## src/fmap_pkg.sv

```systemverilog
package fmap_pkg;

	// One feature word as stored in either bank.
	typedef logic [15:0] feat_t;

	// Bank address wide enough for the full feature map.
	typedef logic [14:0] addr_t;

	// Write request to a bank. Data lands at addr on the edge where wen is high.
	typedef struct packed {
		logic  wen;
		addr_t addr;
		feat_t data;
	} wr_req_t;

	// The streamed output pair, one word from each bank at the same address.
	typedef struct packed {
		feat_t feature_0;
		feat_t feature_1;
	} feat_pair_t;

	// Source of the words written into bank 1.
	typedef enum logic {
		SRC_POOL    = 1'b0,
		SRC_ELTWISE = 1'b1
	} src_sel_t;

	// Cycles from a read address at a bank input to its word at the bank output.
	localparam int BANK_LATENCY = 3;

endpackage

```

## src/window_addr_gen.sv

```systemverilog
`timescale 1ns/1ns

module window_addr_gen #(
	parameter int TAPS       = 3,
	parameter int TAP_STRIDE = 2,
	parameter int CHANNELS   = 2,
	parameter int ROW_STEP   = 5,
	parameter int POSITIONS  = 1444
) (
	input  logic            clk,
	input  logic            i_reset,
	input  logic            i_start,
	output fmap_pkg::addr_t o_addr,
	output logic            o_valid,
	output logic            o_last
);

	import fmap_pkg::*;

	localparam int TAP_W  = (TAPS > 1) ? $clog2(TAPS) : 1;
	localparam int CHAN_W = (CHANNELS > 1) ? $clog2(CHANNELS) : 1;
	localparam int POS_W  = (POSITIONS > 1) ? $clog2(POSITIONS) : 1;

	// Base advance when moving to the next position. The channel steps already
	// added CHANNELS-1 to the base, so they are taken back out here.
	localparam addr_t POS_STEP = addr_t'(ROW_STEP - (CHANNELS - 1));
	localparam addr_t TAP_STEP = addr_t'(TAP_STRIDE);

	logic              busy;
	logic [TAP_W-1:0]  tap_cnt;
	logic [CHAN_W-1:0] chan_cnt;
	logic [POS_W-1:0]  pos_cnt;
	addr_t             base;
	addr_t             offset;

	logic tap_last;
	logic chan_last;
	logic pos_last;
	logic sweep_last;

	assign tap_last   = (tap_cnt == TAP_W'(TAPS - 1));
	assign chan_last  = (chan_cnt == CHAN_W'(CHANNELS - 1));
	assign pos_last   = (pos_cnt == POS_W'(POSITIONS - 1));
	assign sweep_last = tap_last && chan_last && pos_last;

	always_ff @(posedge clk) begin
		if (i_reset) begin
			busy     <= 1'b0;
			tap_cnt  <= '0;
			chan_cnt <= '0;
			pos_cnt  <= '0;
			base     <= '0;
			offset   <= '0;
		end else if (!busy) begin
			// A start strobe while busy falls through to the sweep branch and is lost.
			if (i_start) begin
				busy <= 1'b1;
			end
		end else if (sweep_last) begin
			busy     <= 1'b0;
			tap_cnt  <= '0;
			chan_cnt <= '0;
			pos_cnt  <= '0;
			base     <= '0;
			offset   <= '0;
		end else if (tap_last) begin
			tap_cnt <= '0;
			offset  <= '0;
			if (chan_last) begin
				chan_cnt <= '0;
				pos_cnt  <= pos_cnt + 1'b1;
				base     <= base + POS_STEP;
			end else begin
				chan_cnt <= chan_cnt + 1'b1;
				base     <= base + addr_t'(1);
			end
		end else begin
			tap_cnt <= tap_cnt + 1'b1;
			offset  <= offset + TAP_STEP;
		end
	end

	// base holds position*ROW_STEP + channel and offset holds tap*TAP_STRIDE.
	assign o_addr  = base + offset;
	assign o_valid = busy;
	assign o_last  = busy && sweep_last;

endmodule

```

## config.mk

```make
export PLATFORM = sky130hd
export DESIGN_NAME = window_addr_gen
export DESIGN_NICKNAME = d
export VERILOG_FILES = /design/src/fmap_pkg.sv /design/src/window_addr_gen.sv
export SDC_FILE = /design/constraint.sdc
export NUM_CORES = 1
export LEC_CHECK = 0
export BUFFER_PORTS_ARGS = -buffer_cell sky130_fd_sc_hd__buf_2
export CAP_MARGIN = 20
export CORE_ASPECT_RATIO = 0.75
export CORE_MARGIN = 5
export CORE_UTILIZATION = 40
export CTS_CLUSTER_SIZE = 16
export DETAILED_ROUTE_END_ITERATION = 8
export PLACE_DENSITY = 0.55
export SYNTH_ARGS = -nofsm -noshare
export SYNTH_HDL_FRONTEND = slang
export SYNTH_SLANG_ARGS = --single-unit
```

## constraint.sdc

```tcl
create_clock -name clk -period 3.1 [get_ports clk]
set_input_delay 0.31 -clock clk [delete_from_list [all_inputs] [get_ports clk]]
set_output_delay 0.31 -clock clk [all_outputs]
set_load 0.005 [all_outputs]
```

==> summary.md, run 1 <==
| Metric | Value |
|---|---|
| Tcrit/Tclk final | 0.920 |
| Vias in the first global route | 1,921 |
| Reg2Reg Depth | 5 |
| CTS sink count | 44 |
| Clk buf depth | 2 |
| PostCTS Resize Cnt | 0 |
| Via count | 2,049 |
| DIE HEIGHT | 80.1 um |
| Total iterations of the first detailed-routing run | 4 |
| Mapped cell area | 0.00262 mm2 |
| Worst Skew | 0.0100 ns |
| Mapped Cells | 312 |
| MaxCap Viol Count | 0 |
| Slew Viols, Final | 0 |
| First-pass GRT wire length | 9100 um |
| Finished Layout Cells | 408 |
| Crit Path Max Fanout | 5 |
| CP cell instances | inv_1, fa_1, nand2b_1, a21oi_1, o2111ai_1, a211oi_1, xnor2_1, buf_2 |
| Critical Path Source Type | flip-flop |
| Setup CP Type | reg2out |
| Prevailing post-synth register cell | dfxtp_1 |
| Sw Ratio | 0.224 |
| Routed WL per cell | 12.6 um |
| Fin worst setup slack | 0.249 ns |
| CTS tree | done |
| Worst Hold Class | in2reg |
| Worst endpoint data arrival time | 2.54 ns |
| Die Wd | 103 um |
| NumNets Final | 347 |
| Total CTS buffers | 5 |
| Slew HR | 0.600 |
| Clock share of power | 0.374 |
| Part of the power in registers | 0.586 |
| RSZ-0062 raised after global routing | no |
| Post-synth EDFFs | 0 |
| H-tree depth | 2 |
| Post-route cell area | 0.00283 mm2 |
| Largest vdd supply drop | 0.142 mV |
| P_int | 767 uW |
| Tot Pwr | 989 uW |
| Num ports | 20 |
| Outcome | completed |
| Layout area overhead | 7.94% |
| Post-synth ARST share | 0 |
| Placed insts | 400 |
| Largest net degree at the start of global routing | 24 |
| FP Rows | 25 |
| Post-layout min period | 2.85 ns |
| Port Buf Inserts | 19 |
| Flops & latches, synth | 44 |
| Core ar. | 0.00632 mm2 |
| Most common cell after layout, fill and taps aside | nor2_1 |
| Psw | 222 uW |
| CP max stage cell | fa_1 |
| Post-route ant nets | 0 |
| Register area share after synthesis | 0.337 |
| GRT overflow | 0 |
| Clock root buffer | clkbuf_8 |
| Measured slew at the worst slew-check pin | 0.601 ns |
| Syn. warnings | 0 |
| Dpl ws | 0.617 ns |
| Drt via density | 5.02 |
| TNS Setup | 0 ns |
| Hold buffer count at cts | 0 |
| Req. time, crit path | 2.79 ns |
| Clock Latency Late Sink | 0.29 ns |
| Leakage | 0.00117 uW |
| Hold violation count in the final report | 0 |
| Synthesized Nets | 333 |
| # diodes | 0 |
| DR iter-0 viols | 102 |
| Initial core utilization | 0.414 |
| Post CTS Setup Buffer Count | 0 |
| Logic pwr share | 0.039 |
| Drt drc | 0 |
| Unique masters post-synth | 48 |
| Gp weighted congestion | 0.758 |
| Most frequent cells in the layout | 52 x nor2_1, 44 x dfxtp_1, 25 x xor2_1, 23 x nand2_1, 22 x xnor2_1 |
| Hold path depth | 3 |
| Wirelength, routed | 5130 um |
| Share of layout cells above drive strength 1 | 0.107 |
| Crit path largest cell delay | 0.46 ns |
| GRT Util Overall | 0.137 |
| HPWL after detailed placement | 3850 um |
| Finish-stage setup viols | 0 |
| Antenna violations before repair | 0 |
| Die area | 0.00828 mm2 |
| Post-place instance area | 0.00273 mm2 |
| Pwr Density | 350 mW/mm2 |
| Syn Area/Cell | 8.39 um2 |
| Worst setup EP type | output pin |
| Reg clk slew, reported paths | 0.08 ns |
| Maximum clock rate | 0.351 GHz |
==> cell usage after synthesis (2+ instances only) <==
| cell | instances | area share |
|---|---|---|
| buf_6 | 4 | 0.017 |
| nand3_1 | 9 | 0.017 |
| nor4bb_1 | 2 | 0.0076 |
| and3_1 | 4 | 0.0096 |
| dfxtp_1 | 44 | 0.34 |
| o21ai_0 | 7 | 0.013 |
| a2111oi_0 | 2 | 0.0067 |
| buf_2 | 3 | 0.0057 |
| nor2_1 | 52 | 0.075 |
| ha_1 | 17 | 0.081 |
| a211oi_1 | 2 | 0.0057 |
| a21o_1 | 2 | 0.0057 |
| a31oi_1 | 3 | 0.0072 |
| a21oi_1 | 21 | 0.040 |
| nand4_1 | 12 | 0.029 |
| or2_2 | 3 | 0.0072 |
| nor3_1 | 4 | 0.0076 |
| xnor2_1 | 22 | 0.074 |
| nor2b_1 | 3 | 0.0072 |
| clkbuf_1 | 3 | 0.0043 |
| nand2b_1 | 5 | 0.012 |
| inv_1 | 10 | 0.014 |
| o211ai_1 | 2 | 0.0057 |
| and4_1 | 3 | 0.010 |
| nand2_1 | 23 | 0.033 |
| or3_1 | 3 | 0.0072 |
| xor2_1 | 25 | 0.084 |
| nand3b_1 | 2 | 0.0057 |
==> power groups by stage <==
stage	Clock, uW	Sequential (uW)	Combinational, uW
floorplan	0	589	34.3
global placement	0	593	39.2
detailed placement	0	593	39.6
CTS	383	580	40.0
global route	412	581	45.4
finish	370	580	39.0
==> kinds of logic after synthesis <==
kind of cell             count (synthesis)  share of synthesized area
XOR/XNOR                                47                      0.157
flip-flops                              44                      0.337
multiplexers                             1                    0.00382
AND/OR/NAND/NOR                        134                      0.264
other                                    1                    0.00143
adder cells (fa/ha/maj)                 18                     0.0889
AO/OA/AOI/OAI                           45                      0.102
buffers and inverters                   22                     0.0459
==> metrics by stage <==
stage / hold slack (ns) / utilization
finish: 0.214 / 0.447
global route: 0.231 / 0.447
CTS: 0.209 / 0.447
detailed placement: 0.498 / 0.432
global placement: 0.489 / 0.432
floorplan: 0.426 / -
==> sequential cells by signal, indices dropped and copies added (netlist names) <==
signal,flops
chan_cnt,1
o_valid,1
pos_cnt,11
base,15
offset,14
tap_cnt,2
==> cell type report <==
class | instances | area (um2)
clock buffer | 7 | 86.3
tap | 81 | 101
clock inverter | 1 | 7.51
inverter | 10 | 37.5
multi-input combinational | 246 | 1620
sequential | 44 | 881
timing repair buffer | 19 | 95.1
fill | 660 | 3490
==> final timing paths <==
| path | from | slack (ns) | endpoint |
|---|---|---|---|
| setup / recovery | offset[1] | 0.25 | o_addr[14] |
| hold / removal | i_start | 0.21 | o_valid |
| setup reg to reg | o_valid | 0.96 | base[14] |
| hold reg to reg | pos_cnt[1] | 0.51 | pos_cnt[1] |
==> worst max-delay path: cells and delay by family, from the launching register on <==
family                   cells  cell delay, ns
buffers and inverters        2            0.22
adder cells (fa/ha/maj)      1            0.46
AND/OR/NAND/NOR              1            0.18
flip-flops                   1            0.42
XOR/XNOR                     1            0.14
AO/OA/AOI/OAI                3            0.82
==> routing by layer <==
metal	routed length [um]	global-route usage	vias to the layer above
met4	22	0.0310	0
met5	0	0	-
met3	145	0.0339	2
met2	2120	0.200	18
met1	2840	0.201	934
li1	-	-	1095
No activity file was read; power rests on OpenSTA's default activity.
==> run 2: changes to the inputs <==
- CORE_UTILIZATION: 40 -> 38
- PLACE_DENSITY: 0.55 -> 0.53
==> summary.md, run 2 (synthesized netlist as in run 1, its figures left out) <==
| Metric | Value |
|---|---|
| P_int | 871 uW (was 767 uW) |
| Reg2reg start | pos_cnt[0] (was o_valid) |
| FP Rows | 26 (was 25) |
| Antenna violations before repair | 0 (unchanged) |
| Worst path bufs/invs | 2 (unchanged) |
| Clock share of power | 0.433 (was 0.374) |
| Wirelength, routed | 5210 um (was 5130 um) |
| CTS sink count | 44 (unchanged) |
| Share of layout cells above drive strength 1 | 0.113 (was 0.107) |
| CP max stage cell | fa_1 (unchanged) |
| MaxCap Viol Count | 0 (unchanged) |
| RSZ-0062 raised after global routing | no (unchanged) |
| Layout area overhead | 9.61% (was 7.94%) |
| Largest vdd supply drop | 0.215 mV (was 0.142 mV) |
| Register cell area after layout | 881 um2 (unchanged) |
| Slew HR | 0.615 (was 0.600) |
| Fin worst setup slack | 0.284 ns (was 0.249 ns) |
| Logic pwr share | 0.039 (about the same) |
| Met2 GRT Util | 0.196 (was 0.200) |
| Met1 Usage GRT | 0.187 (was 0.201) |
| Worst Skew | 0.00780 ns (was 0.0100 ns) |
| First-pass GRT wire length | 9140 um (was 9100 um) |
| Slew Viols, Final | 0 (unchanged) |
| Reg with most FFs | base (unchanged) |
| Routed WL per cell | 12.6 um (about the same) |
| Part of the power in registers | 0.528 (was 0.586) |
| Finish-stage setup viols | 0 (unchanged) |
| DIE HEIGHT | 81.9 um (was 80.1 um) |
| Most common cell after layout, fill and taps aside | nor2_1 (unchanged) |
| Core ar. | 0.00677 mm2 (was 0.00632 mm2) |
| # diodes | 0 (unchanged) |
| Pwr Density | 381 mW/mm2 (was 350 mW/mm2) |
| Req. time, crit path | 2.79 ns (about the same) |
| Dpl ws | 0.639 ns (was 0.617 ns) |
| H-tree depth | 2 (unchanged) |
| Clk buf depth | 2 (unchanged) |
| Clock Latency Late Sink | 0.29 ns (about the same) |
| Reg clk slew, reported paths | 0.08 ns (about the same) |
| Placed insts | 404 (was 400) |
| Most frequent cells in the layout | 52 x nor2_1, 44 x dfxtp_1, 25 x xor2_1, 23 x nand2_1, 22 x xnor2_1 (unchanged) |
| Drt via density | 4.90 (was 5.02) |
| Drt drc | 0 (unchanged) |
| Setup CP Type | reg2out (unchanged) |
| Psw | 221 uW (was 222 uW) |
| Area of the multi-input gates | 0.00162 mm2 (unchanged) |
| Tot Pwr | 1090 uW (was 989 uW) |
| Post-place instance area | 0.00274 mm2 (was 0.00273 mm2) |
| Clock root buffer | clkbuf_8 (unchanged) |
| Hold_sp | i_start (unchanged) |
| Via count | 2,017 (was 2,049) |
| Post-layout min period | 2.82 ns (was 2.85 ns) |
| Post-route cell area | 0.00287 mm2 (was 0.00283 mm2) |
| GRT overflow | 0 (unchanged) |
| Port Buf Inserts | 19 (unchanged) |
| CTS tree | done (unchanged) |
| Critical Path Source Type | flip-flop (unchanged) |
| Initial core utilization | 0.387 (was 0.414) |
| Post-route ant nets | 0 (unchanged) |
| Worst setup EP type | output pin (unchanged) |
| Global route hottest layer | met2 (was met1) |
| Measured slew at the worst slew-check pin | 0.578 ns (was 0.601 ns) |
| Hold buffer count at cts | 0 (unchanged) |
| NumNets Final | 348 (was 347) |
| Vias in the first global route | 1,878 (was 1,921) |
| Finished Layout Cells | 412 (was 408) |
| Largest net degree at the start of global routing | 24 (unchanged) |
| Worst Hold Class | in2reg (unchanged) |
| Crit Path Max Fanout | 5 (unchanged) |
| Die area | 0.00867 mm2 (was 0.00828 mm2) |
| Total iterations of the first detailed-routing run | 4 (unchanged) |
| TNS Setup | 0 ns (unchanged) |
| Number of fill cells in the layout | 702 (was 660) |
| Gp weighted congestion | 0.736 (was 0.758) |
| Crit path largest cell delay | 0.46 ns (about the same) |
| Worst setup path startpoint | offset[1] (unchanged) |
| DR iter-0 viols | 61 (was 102) |
| Met3 usage | 0.0330 (was 0.0339) |
| Post CTS Setup Buffer Count | 0 (unchanged) |
| Cell family with most CP delay | compound AO/OA/AOI/OAI gates (unchanged) |
| Num ports | 20 (unchanged) |
| Largest regs | base x15, offset x14, pos_cnt x11 (unchanged) |
| Outcome | completed (unchanged) |
| Die Wd | 106 um (was 103 um) |
| Total CTS buffers | 5 (unchanged) |
| HPWL after detailed placement | 3970 um (was 3850 um) |
| Hold violation count in the final report | 0 (unchanged) |
| PostCTS Resize Cnt | 0 (unchanged) |
| Tcrit/Tclk final | 0.908 (was 0.920) |
| GRT Util Overall | 0.132 (was 0.137) |
| Worst endpoint data arrival time | 2.51 ns (was 2.54 ns) |
| Sw Ratio | 0.202 (was 0.224) |
| Leakage | 0.00120 uW (was 0.00117 uW) |
| CP cell instances | inv_1, fa_1, nand2b_1, a21oi_1, o2111ai_1, a211oi_1, xnor2_1, buf_2 (unchanged) |
| Maximum clock rate | 0.355 GHz (was 0.351 GHz) |
| Number of flip-flops in the largest register | 15 (unchanged) |
[run 2: changes by cell type in the layout (fill, tap and decap cells not counted)]
cell        before  now
buf_4            0    1
bufinv_16        0    1
clkbuf_1         1    0
clkbuf_8         6    7
clkinvlp_4       1    0
[run 2: cell type report]
cell class              count  area share
multi-input cells         246       0.563
flip-flops and latches     44       0.307
well taps                  84      0.0366
repair buffers             20      0.0358
clock buffers               7      0.0336
inverters                  10      0.0131
clock inverters             1      0.0105
[run 2: stage by stage]
step	hold slack [ns]	utilization
after CTS	0.209	0.424
after floorplan	0.426	-
after detailed placement	0.495	0.405
final	0.215	0.424
after global placement	0.489	0.405
after global routing	0.234	0.424
[run 2: path summary, 6_finish.rpt]
path / endpoint / slack (ns) / cells after the start
worst max-delay path: o_addr[14] / 0.28 / 8
worst min-delay path: o_valid / 0.22 / 3
worst max register to register: pos_cnt[9] / 1.02 / 6
worst min register to register: pos_cnt[1] / 0.51 / 2
[run 2: power by group through the flow]
| stage | Clock [uW] | Sequential (uW) | Combinational (uW) |
|---|---|---|---|
| 3_3_place_gp | 0 | 590 | 43.6 |
| 4_1_cts | 493 | 577 | 44.2 |
| 3_5_place_dp | 0 | 590 | 43.5 |
| 5_1_grt | 524 | 578 | 50.2 |
| 2_1_floorplan | 0 | 589 | 34.3 |
| 6_report | 473 | 577 | 43.0 |
[run 2: layer usage]
layer / routed length, um / vias up
li1: - / 1094
met1: 2960 / 902
met2: 2080 / 17
met3: 126 / 4
met4: 46 / 0
met5: 0 / -
[run 2: worst register-to-register path: stages (launching register included)]
cell and delay, ns:
dfxtp_1 0.39, ha_1 0.20, nor4bb_1 0.31, nand4_1 0.20, or2_2 0.37, nand2b_2 0.38, nor2_1 0.11
